<file path="config.mk">
export PLATFORM = sky130hd
export DESIGN_NAME = pool_top
export DESIGN_NICKNAME = d
export VERILOG_FILES = /design/src/rtl/pool_pkg.sv /design/src/rtl/pool_stream_if.sv /design/src/rtl/line_buffer.sv /design/src/rtl/max_pool_unit.sv /design/src/rtl/pool_result_writer.sv /design/src/rtl/pool_top.sv
export SDC_FILE = /design/constraint.sdc
export NUM_CORES = 1
export LEC_CHECK = 0
export BUFFER_PORTS_ARGS = -buffer_cell sky130_fd_sc_hd__buf_4
export CELL_PAD_IN_SITES_DETAIL_PLACEMENT = 1
export CELL_PAD_IN_SITES_GLOBAL_PLACEMENT = 2
export CORE_MARGIN = 2
export CORE_UTILIZATION = 40
export CTS_CLUSTER_DIAMETER = 30
export DETAILED_ROUTE_END_ITERATION = 10
export HOLD_SLACK_MARGIN = 0.08
export PLACE_DENSITY = 0.83
export SLEW_MARGIN = 0
export SYNTH_ARGS = -nofsm -noshare
export SYNTH_HDL_FRONTEND = slang
export SYNTH_SLANG_ARGS = --single-unit
export TNS_END_PERCENT = 30
</file>
<file path="constraint.sdc">
create_clock -name clk -period 3.9 [get_ports clk]
set_clock_uncertainty 0.15 [all_clocks]
set_input_delay 0.195 -clock clk [delete_from_list [all_inputs] [get_ports clk]]
set_output_delay 0.195 -clock clk [all_outputs]
set_load 0.05 [all_outputs]
</file>
<file path="src/rtl/pool_pkg.sv">
package pool_pkg;

    ////////////////////////////////////////////////////////////
    // Default geometry of the pooling stage
    ////////////////////////////////////////////////////////////

    // Pixel width in bits
    localparam int DEF_IF_BW   = 8;
    // Side of the square input map
    localparam int DEF_IN_SIZE = 8;
    // Side of the pooling window
    localparam int DEF_POOL_K  = 2;
    localparam int DEF_STRIDE  = 2;

    ////////////////////////////////////////////////////////////
    // Geometry helpers
    ////////////////////////////////////////////////////////////

    // Side of the pooled map, windows fully inside the input only
    function automatic int out_size(input int in_size, input int pool_k, input int stride);
        return (in_size - pool_k) / stride + 1;
    endfunction

    // Counter width for a given map side, at least one bit
    function automatic int coord_w(input int size);
        return (size > 1) ? $clog2(size) : 1;
    endfunction

endpackage

</file>
<file path="src/rtl/pool_stream_if.sv">
interface pool_stream_if #(
    parameter type payload_t = logic,
    parameter int  COORD_W   = 1
);

    // Single-cycle strobe, everything below is valid with it
    logic               valid;
    logic [COORD_W-1:0] out_x;
    logic [COORD_W-1:0] out_y;
    payload_t           payload;

    // Producing stage
    modport src (
        output valid,
        output payload,
        output out_x,
        output out_y
    );

    // Consuming stage, takes every strobe
    modport dst (
        input valid,
        input payload,
        input out_x,
        input out_y
    );

endinterface

</file>
<file path="src/rtl/line_buffer.sv">
module line_buffer #(
    parameter int IF_BW   = 8,
    parameter int IN_SIZE = 8,
    parameter int POOL_K  = 2,
    parameter int STRIDE  = 2
) (
    input  logic             clk,
    input  logic             reset_n,
    input  logic             i_in_valid,
    input  logic [IF_BW-1:0] i_in_pixel,
    pool_stream_if.src       o_win
);

    localparam int XY_W     = pool_pkg::coord_w(IN_SIZE);
    localparam int OUT_SIZE = pool_pkg::out_size(IN_SIZE, POOL_K, STRIDE);
    localparam int OUT_W    = pool_pkg::coord_w(OUT_SIZE);
    localparam int NWIN     = POOL_K * POOL_K;

    logic [XY_W-1:0]  x_cnt;
    logic [XY_W-1:0]  y_cnt;

    // Row POOL_K holds the newest line, lower indices are older
    logic [IF_BW-1:0] line_mem [1:POOL_K][0:IN_SIZE-1];

    logic [NWIN-1:0][IF_BW-1:0] win_next;
    logic [NWIN-1:0][IF_BW-1:0] win_data;
    logic [OUT_W-1:0] win_x;
    logic [OUT_W-1:0] win_y;
    logic             win_valid;

    int   x_rel;
    int   y_rel;
    logic win_done;

    ////////////////////////////////////////////////////////////
    // Raster position of the incoming pixel
    ////////////////////////////////////////////////////////////

    always_ff @(posedge clk or negedge reset_n) begin
        if (!reset_n) begin
            x_cnt <= '0;
            y_cnt <= '0;
        end else if (i_in_valid) begin
            if (int'(x_cnt) == IN_SIZE - 1) begin
                x_cnt <= '0;
                if (int'(y_cnt) == IN_SIZE - 1) begin
                    y_cnt <= '0;
                end else begin
                    y_cnt <= y_cnt + 1'b1;
                end
            end else begin
                x_cnt <= x_cnt + 1'b1;
            end
        end
    end

    // Column x moves one row older, new pixel lands on top
    always_ff @(posedge clk) begin
        if (i_in_valid) begin
            for (int i = 1; i < POOL_K; i++) begin
                line_mem[i][x_cnt] <= line_mem[i + 1][x_cnt];
            end
            line_mem[POOL_K][x_cnt] <= i_in_pixel;
        end
    end

    ////////////////////////////////////////////////////////////
    // Window selection
    ////////////////////////////////////////////////////////////

    assign x_rel    = int'(x_cnt) - (POOL_K - 1);
    assign y_rel    = int'(y_cnt) - (POOL_K - 1);
    assign win_done = i_in_valid && (x_rel >= 0) && (y_rel >= 0)
                      && (x_rel % STRIDE == 0) && (y_rel % STRIDE == 0);

    // Entry wy*POOL_K+wx, oldest row and leftmost column first.
    // Column x is not yet written this cycle, so its rows sit one slot higher
    for (genvar wy = 0; wy < POOL_K; wy++) begin : g_row
        for (genvar wx = 0; wx < POOL_K; wx++) begin : g_col
            if (wy == POOL_K - 1 && wx == POOL_K - 1) begin : g_new
                assign win_next[wy*POOL_K + wx] = i_in_pixel;
            end else if (wx == POOL_K - 1) begin : g_cur
                assign win_next[wy*POOL_K + wx] = line_mem[wy + 2][x_cnt];
            end else begin : g_old
                assign win_next[wy*POOL_K + wx] =
                    line_mem[wy + 1][x_cnt - XY_W'(POOL_K - 1 - wx)];
            end
        end
    end

    always_ff @(posedge clk or negedge reset_n) begin
        if (!reset_n) begin
            win_valid <= 1'b0;
        end else begin
            win_valid <= win_done;
        end
    end

    always_ff @(posedge clk) begin
        if (win_done) begin
            win_data <= win_next;
            win_x    <= OUT_W'(x_rel / STRIDE);
            win_y    <= OUT_W'(y_rel / STRIDE);
        end
    end

    assign o_win.valid   = win_valid;
    assign o_win.payload = win_data;
    assign o_win.out_x   = win_x;
    assign o_win.out_y   = win_y;

endmodule

</file>
<file path="src/rtl/max_pool_unit.sv">
module max_pool_unit #(
    parameter int IF_BW   = 8,
    parameter int POOL_K  = 2,
    parameter int COORD_W = pool_pkg::coord_w(
        pool_pkg::out_size(pool_pkg::DEF_IN_SIZE, pool_pkg::DEF_POOL_K, pool_pkg::DEF_STRIDE))
) (
    input logic        clk,
    input logic        reset_n,
    pool_stream_if.dst i_win,
    pool_stream_if.src o_max
);

    localparam int NWIN   = POOL_K * POOL_K;
    // Tree is padded to a power of two with zero leaves
    localparam int LEAVES = 2 ** $clog2(NWIN);

    logic [NWIN-1:0][IF_BW-1:0] win;
    logic [IF_BW-1:0]           node [0:2*LEAVES-2];

    logic               max_valid;
    logic [IF_BW-1:0]   max_data;
    logic [COORD_W-1:0] max_x;
    logic [COORD_W-1:0] max_y;

    assign win = i_win.payload;

    ////////////////////////////////////////////////////////////
    // Compare tree, node n takes children 2n+1 and 2n+2
    ////////////////////////////////////////////////////////////

    always_comb begin
        for (int j = 0; j < LEAVES; j++) begin
            node[LEAVES - 1 + j] = '0;
        end
        for (int j = 0; j < NWIN; j++) begin
            node[LEAVES - 1 + j] = win[j];
        end
        for (int n = LEAVES - 2; n >= 0; n--) begin
            node[n] = (node[2*n + 1] >= node[2*n + 2]) ? node[2*n + 1] : node[2*n + 2];
        end
    end

    always_ff @(posedge clk or negedge reset_n) begin
        if (!reset_n) begin
            max_valid <= 1'b0;
        end else begin
            max_valid <= i_win.valid;
        end
    end

    // Coordinates ride along with the result
    always_ff @(posedge clk) begin
        if (i_win.valid) begin
            max_data <= node[0];
            max_x    <= i_win.out_x;
            max_y    <= i_win.out_y;
        end
    end

    assign o_max.valid   = max_valid;
    assign o_max.payload = max_data;
    assign o_max.out_x   = max_x;
    assign o_max.out_y   = max_y;

endmodule

</file>
<file path="src/rtl/pool_result_writer.sv">
module pool_result_writer #(
    parameter  int IF_BW    = 8,
    parameter  int IN_SIZE  = 8,
    parameter  int POOL_K   = 2,
    parameter  int STRIDE   = 2,
    localparam int OUT_SIZE = pool_pkg::out_size(IN_SIZE, POOL_K, STRIDE),
    localparam int ADDR_W   = pool_pkg::coord_w(OUT_SIZE * OUT_SIZE)
) (
    input  logic              clk,
    input  logic              reset_n,
    pool_stream_if.dst        i_max,
    output logic              o_pool_valid,
    output logic [IF_BW-1:0]  o_pool_pixel,
    output logic [ADDR_W-1:0] o_pool_addr,
    output logic              o_frame_done
);

    logic [ADDR_W-1:0] addr_next;
    logic              last_pos;

    // Raster address in the pooled map
    assign addr_next = ADDR_W'(int'(i_max.out_y) * OUT_SIZE + int'(i_max.out_x));

    // Bottom right corner closes the frame
    assign last_pos  = (int'(i_max.out_x) == OUT_SIZE - 1)
                       && (int'(i_max.out_y) == OUT_SIZE - 1);

    ////////////////////////////////////////////////////////////
    // Output registers
    ////////////////////////////////////////////////////////////

    always_ff @(posedge clk or negedge reset_n) begin
        if (!reset_n) begin
            o_pool_valid <= 1'b0;
            o_pool_pixel <= '0;
            o_pool_addr  <= '0;
            o_frame_done <= 1'b0;
        end else begin
            o_pool_valid <= i_max.valid;
            o_frame_done <= i_max.valid && last_pos;
            if (i_max.valid) begin
                o_pool_pixel <= i_max.payload;
                o_pool_addr  <= addr_next;
            end
        end
    end

endmodule

</file>
<file path="src/rtl/pool_top.sv">
module pool_top #(
    parameter  int IF_BW    = pool_pkg::DEF_IF_BW,
    parameter  int IN_SIZE  = pool_pkg::DEF_IN_SIZE,
    parameter  int POOL_K   = pool_pkg::DEF_POOL_K,
    parameter  int STRIDE   = pool_pkg::DEF_STRIDE,
    localparam int OUT_SIZE = pool_pkg::out_size(IN_SIZE, POOL_K, STRIDE),
    localparam int ADDR_W   = pool_pkg::coord_w(OUT_SIZE * OUT_SIZE)
) (
    input  logic              clk,
    input  logic              reset_n,
    input  logic              i_in_valid,
    input  logic [IF_BW-1:0]  i_in_pixel,
    output logic              o_pool_valid,
    output logic [IF_BW-1:0]  o_pool_pixel,
    output logic [ADDR_W-1:0] o_pool_addr,
    output logic              o_frame_done
);

    localparam int COORD_W = pool_pkg::coord_w(OUT_SIZE);

    // Payloads of the two internal buses
    typedef logic [POOL_K*POOL_K-1:0][IF_BW-1:0] win_t;
    typedef logic [IF_BW-1:0] pix_t;

    pool_stream_if #(.payload_t(win_t), .COORD_W(COORD_W)) win_bus ();
    pool_stream_if #(.payload_t(pix_t), .COORD_W(COORD_W)) max_bus ();

    ////////////////////////////////////////////////////////////
    // Decode, execute and result stages
    ////////////////////////////////////////////////////////////

    line_buffer #(
        .IF_BW  (IF_BW),
        .IN_SIZE(IN_SIZE),
        .POOL_K (POOL_K),
        .STRIDE (STRIDE)
    ) u_line_buffer (
        .clk       (clk),
        .reset_n   (reset_n),
        .i_in_valid(i_in_valid),
        .i_in_pixel(i_in_pixel),
        .o_win     (win_bus.src)
    );

    max_pool_unit #(
        .IF_BW  (IF_BW),
        .POOL_K (POOL_K),
        .COORD_W(COORD_W)
    ) u_max_pool_unit (
        .clk    (clk),
        .reset_n(reset_n),
        .i_win  (win_bus.dst),
        .o_max  (max_bus.src)
    );

    pool_result_writer #(
        .IF_BW  (IF_BW),
        .IN_SIZE(IN_SIZE),
        .POOL_K (POOL_K),
        .STRIDE (STRIDE)
    ) u_pool_result_writer (
        .clk         (clk),
        .reset_n     (reset_n),
        .i_max       (max_bus.dst),
        .o_pool_valid(o_pool_valid),
        .o_pool_pixel(o_pool_pixel),
        .o_pool_addr (o_pool_addr),
        .o_frame_done(o_frame_done)
    );

endmodule

</file>
[Yosys cells after proc, flatten, opt, wreduce, memory -nomap -nowiden]
Memories as Yosys holds them, arrays and structs flattened.
Cells that the tools add are included.
Storage, ports and cells
  bits in registers: 70
  bits in writable memories: 128
  output and inout port bits: 14
  memories kept: 1
Cells by class
  add/sub/neg operators: 8
  $lt $le $gt $ge: 8
  equal/unequal tests: 4
  multiplexer cells: 18
  bitwise operators: 4
  reduce and logical (&&, ||, !) cells: 10
Memories
  u_line_buffer.line_mem: words 2, width 64, rd ports 2, clocked after Yosys merged registers in 0, wr ports 2, line line_buffer.sv:23  | logic [IF_BW-1:0] line_mem [1:POOL_K][0:IN_SIZE-1];
Operators with widths (count)
  two-way mux 8 bit: 10
  binary-select mux 8 bit (select 3 bit): 3
  zero test 32 bit: 2
  two-way mux 64 bit: 1
  demux 8 bit (select 3 bit): 1
  greater-or-equal comparator 8 bit: 3
  greater-or-equal comparator 4 x 1 -> 1 bit, second input constant: 2
  greater-or-equal comparator 4 bit, second input constant: 2
  inverter 3 -> 4 bit: 2
  subtractor 3 x 1 -> 4 bit, second input constant: 2
  logical AND 1 bit: 7
  adder 3 x 1 -> 3 bit, second input constant: 2
  == test 3 x 1 -> 1 bit, second input constant: 2
  two-way mux 3 bit: 2
  adder 2 x 1 -> 2 bit: 2
  adder 4 x 2 -> 4 bit: 1
  == test 2 x 1 -> 1 bit, second input constant: 2
  < comparator 4 x 1 -> 1 bit, second input constant: 1
  subtractor 3 x 1 -> 3 bit, second input constant: 1
  AND 1 bit: 2
  AND reduction 2 bit: 1
  two-way mux 1 bit: 1

[Longest topological paths before layout]
  depth after elaboration: 6
  depth in mapped cells: 17
  depth with buffers taken out: 15

[Modules after synthesis]
From an unflattened synthesis, not the netlist that was laid out.
Unflattened totals
  cells, all modules: 575
  area total of the unflattened synthesis: 8921.1 um^2
Modules (own cells, without submodules)
  line_buffer: instances 1, cells each 430, area each 7090.6 um^2
  max_pool_unit: instances 1, cells each 114, area each 1293.7 um^2
  pool_result_writer: instances 1, cells each 31, area each 536.8 um^2

[Worst setup path after synthesis]
Ideal clock, no wire load.
  kind: register to register
  from: register u_line_buffer.win_data, in the netlist u_line_buffer.o_win.payload[8]
  to: register u_max_pool_unit.max_data[0], in the netlist u_max_pool_unit.o_max.payload[0] (data pin)
  data arrival time: 3.319 ns
  required time: 3.489 ns
  setup slack: 0.170 ns
  cell stages (with the launch flop): 15
  buffers on the path: 1
  clock period less this slack: 3.730 ns
  cell sequence: edfxtp_1 -> ha_1 -> nand2b_4 -> a2111oi_4 -> o21ai_2 -> o21ai_4 -> buf_8 -> mux2_2 -> ha_1 -> a211oi_2 -> o21ai_2 -> a21oi_4 -> nand3b_2 -> or3_1 -> o311a_1
RTL lines
  start: declaration: line line_buffer.sv:26  | logic [NWIN-1:0][IF_BW-1:0] win_data;
  start signal: assignment: line line_buffer.sv:101  | win_data <= win_next;
  end signal: assignment: line max_pool_unit.sv:54  | max_data <= node[0];
  end: declaration: line max_pool_unit.sv:21  | logic [IF_BW-1:0] max_data;

==> flow_metrics.tcl <==
set metrics [dict create \
    portBuffers 24 \
    finalHoldViolations 0 \
    worstReg2RegEnd "u_max_pool_unit.o_max.payload[0]" \
    period_minus_slack_ns 3.79 \
    hp-start "u_line_buffer.o_win.out_x[1]" \
    area_delta_synth_final_pct 15.7 \
    maxCapViolCount 0 \
    setup_violations 0 \
    final.setup.tns_ns 0 \
    ys.flop_type "edfxtp_1" \
    pwr-share-comb 0.379 \
    antenna_found_initial 0 \
    hold_slack_ns 0.267 \
    place_congestion 0.781 \
    critical_path_arrival_ns 3.81 \
    layout.cells.non_filler 852 \
    multiInputGateArea_mm2 0.00289 \
    dp_cells 796 \
    seq_area_frac_synth 0.657 \
    end_kind "flop" \
    drt-initial-drc-count 356 \
    synth_top_cell_area_share 0.595 \
    grt_max_degree 55 \
    cp_max_fo 8 \
    power_switching_w 0.00273 \
    pwr-share-clk 0.214 \
    globalRouteTotalUtil 0.174 \
    worstHoldPathCells 0 \
    netlist_area_mm2 0.00888 \
    die_h_um 153 \
    wl_um 19400 \
    cts_tree "yes" \
    die_area_mm2 0.0234 \
    fin_nets 602 \
    routedWlPerCell_um 22.8 \
    worstMarginPinSlew_ns 1.28 \
    regArea_mm2 0.00584 \
    initial_core_util 0.407 \
    yosys-top-cells-area "edfxtp_1 60%, mux4_2 12%, dfrtp_1 6.2%, mux2_2 4.9%, ha_1 4.5%" \
    cp_slowest_stage_delay_ns 0.46 \
    layout-drive-gt1-share 0.348 \
    ant_nets 0 \
    dp_hpwl_um 12900 \
    ir_worst_vdd_mv 0.345 \
    run_status "finished clean" \
    clock-sinks 198 \
    drc_errors 0 \
    pwr-share-seq 0.407 \
    crit_slowest_cell "edfxtp_1" \
    worstHoldPathType "flop to flop" \
    ys_async_sr_fraction 0.111 \
    rrSetupSlack_ns 0.11 \
    synth_top_area_cell "edfxtp_1" \
    grt_setup_unrepaired "no" \
    ys.warnings.count 0 \
    whs_endpoint "u_max_pool_unit.o_max.out_x[1]" \
    synth_edf_count 176 \
    fp-row-count 54 \
    reg2regPathDepth 13 \
    cts_max_level 4 \
    slew_violations 0 \
    grt-ovfl-total 0 \
    fillerInstances 2029 \
    io-pin-count 25 \
    diodes 0 \
    finalCritPeriodShare 0.971 \
    cts-buffers-inserted 17 \
    switching_share 0.343 \
    die_x_um 153 \
    crit_chain "inv_1 -> ha_1 -> a2111oi_4 -> o21ai_2 -> o21ai_4 -> mux2_2 -> ha_1 -> a211oi_2 -> o21ai_2 -> a21oi_4 -> nand3b_4 -> or3_1 -> o311a_1" \
    cp.required_ns 3.93 \
    clk_path_buf_depth 2 \
    ys_ff_latch 198 \
    slew-limit-headroom 0.148 \
    reg2reg_from "u_line_buffer.o_win.payload[9]" \
    avgSynthCellArea_um2 18.0 \
    yosys.cell_types.count 43 \
    clk_latency_ns 0.43 \
    core_area_mm2 0.0218 \
    leakagePower_nw 3.70 \
    grt_pass1_wl_um 30400 \
    root_buffer "clkbuf_16" \
    grt_pass1_vias 5154 \
    timing.fmax_mhz 264 \
    dr.pass1.iters 5 \
    vias 4751 \
    p_int_w 0.00522 \
    worstSetupPathType "flop to flop" \
    vias_per_cell 5.58 \
    clk_pin_slew_worst_paths_ns 0.07 \
    synth_fp_nets 537 \
    pwr_density_cell_mw_per_mm2 773 \
    start_kind "flop" \
    synthCells 494 \
    power_w 0.00795 \
]
## Yosys cell counts (2+ instances only)
master and n:
or3_1 8, buf_2 3, o21ai_0 5, a2111oi_4 2, inv_1 24, a21oi_1 5
a21o_1 2, dfrtp_1 22, xnor2_1 2, nor2_1 26, ha_1 32, a21oi_2 2
mux2_2 39, o21a_1 3, nand3_1 2, edfxtp_1 176, mux2i_1 15, buf_4 5
o311a_1 8, nor3_1 6, nand2_1 28, o21ai_2 3, mux4_2 48, buf_1 4
clkbuf_1 6
## cell type report
class | count | share of cell area
sequential | 198 | 0.568
inverter | 24 | 0.00877
timing repair buffer | 65 | 0.0518
tap | 280 | 0.0341
clock buffer | 17 | 0.0414
multi-input combinational | 253 | 0.282
clock inverter | 15 | 0.0141
## metrics by stage
step           utilization  setup WS [ns]  cell area (um2)
6_report             0.471          0.115            10300
5_1_grt              0.471         0.0104            10300
4_1_cts              0.467        0.00222            10200
3_3_place_gp         0.433         0.0846             9450
3_5_place_dp         0.433        -0.0846             9450
2_1_floorplan            -          0.170             8880
## per-layer routing
| layer | track usage | up-vias | share of wire |
|---|---|---|---|
| met1 | 0.213 | 2502 | 0.41 |
| met2 | 0.300 | 137 | 0.52 |
| met3 | 0.0397 | 29 | 0.043 |
| met5 | 0 | - | 0 |
| met4 | 0.0705 | 0 | 0.027 |
| li1 | - | 2083 | - |
## cell usage in the layout, fill, tap and decap left out, drive strengths merged, types with 3 or more instances in the layout
cell,netlist,final
a21oi,8,8
buf,14,54
clkbuf,6,17
clkinv,0,7
dfrtp,22,22
dlygate4sd3,0,11
edfxtp,176,176
ha,32,32
inv,24,30
mux2,40,40
mux2i,15,15
mux4,48,48
nand2,29,29
nor2,26,26
nor3,7,7
o21a,3,3
o21ai,9,10
o311a,8,8
or3,8,8
## how the worst max path moves through the flow
| stage | cells after the start | end | slack [ns] | startpoint |
|---|---|---|---|---|
| finish | 13 | u_max_pool_unit.o_max.payload[0] | 0.11 | u_line_buffer.o_win.payload[9] |
| global route | 13 | u_max_pool_unit.o_max.payload[0] | 0.01 | u_line_buffer.o_win.payload[9] |
| CTS | 16 | u_max_pool_unit.o_max.payload[0] | 0.002 | u_line_buffer.o_win.payload[26] |
| detailed placement | 15 | u_max_pool_unit.o_max.payload[0] | -0.08 | u_line_buffer.o_win.payload[18] |
| global placement | 15 | u_max_pool_unit.o_max.payload[2] | 0.08 | u_line_buffer.o_win.payload[18] |
| floorplan | 14 | u_max_pool_unit.o_max.payload[0] | 0.17 | u_line_buffer.o_win.payload[8] |
## critical path, delay by kind of cell, from the launching register on
family	cells	cell delay, ns
mux	1	0.37
compound gates	7	1.32
simple gates	2	0.50
fa+ha+maj	2	0.64
flops	1	0.46
buf+inv	1	0.07
## power by group through the flow
stage	clock network, W	logic, W	registers (W)
2_1_floorplan	0	0.00194	0.00337
3_3_place_gp	0	0.00280	0.00324
3_5_place_dp	0	0.00292	0.00329
4_1_cts	0.00174	0.00299	0.00324
5_1_grt	0.00182	0.00324	0.00327
6_report	0.00170	0.00301	0.00323
## cell families (layout without fill, tap and decap cells)
logic type      Yosys count  in the layout  share of synthesized area
compound gates           34             35                     0.0358
fa+ha+maj                32             32                     0.0451
buf+inv                  44            121                     0.0233
xor+xnor                  4              4                    0.00479
simple gates             79             79                     0.0441
mux                     103            103                      0.189
flops                   198            198                      0.657
## timing repair
item	CTS	global route
buffers inserted	5	7
gates cloned	0	1
pin swaps	1	4
hold endpoints to repair	99	0
hold buffers	11	0
resized for setup	3	6
setup endpoints to repair	8	8
## sequential cells by signal, summed over array words and instances, names as in the netlist, 2 cells and up
signal	flops
u_max_pool_unit.o_max.out_x	2
u_line_buffer.o_win.out_y	2
u_line_buffer.o_win.payload	32
u_line_buffer.x_cnt	3
u_line_buffer.line_mem	128
u_pool_result_writer.o_pool_pixel	8
u_line_buffer.o_win.out_x	2
u_max_pool_unit.o_max.out_y	2
u_max_pool_unit.o_max.payload	8
u_line_buffer.y_cnt	3
u_pool_result_writer.o_pool_addr	4
No activity file was read; power rests on OpenSTA's default activity.
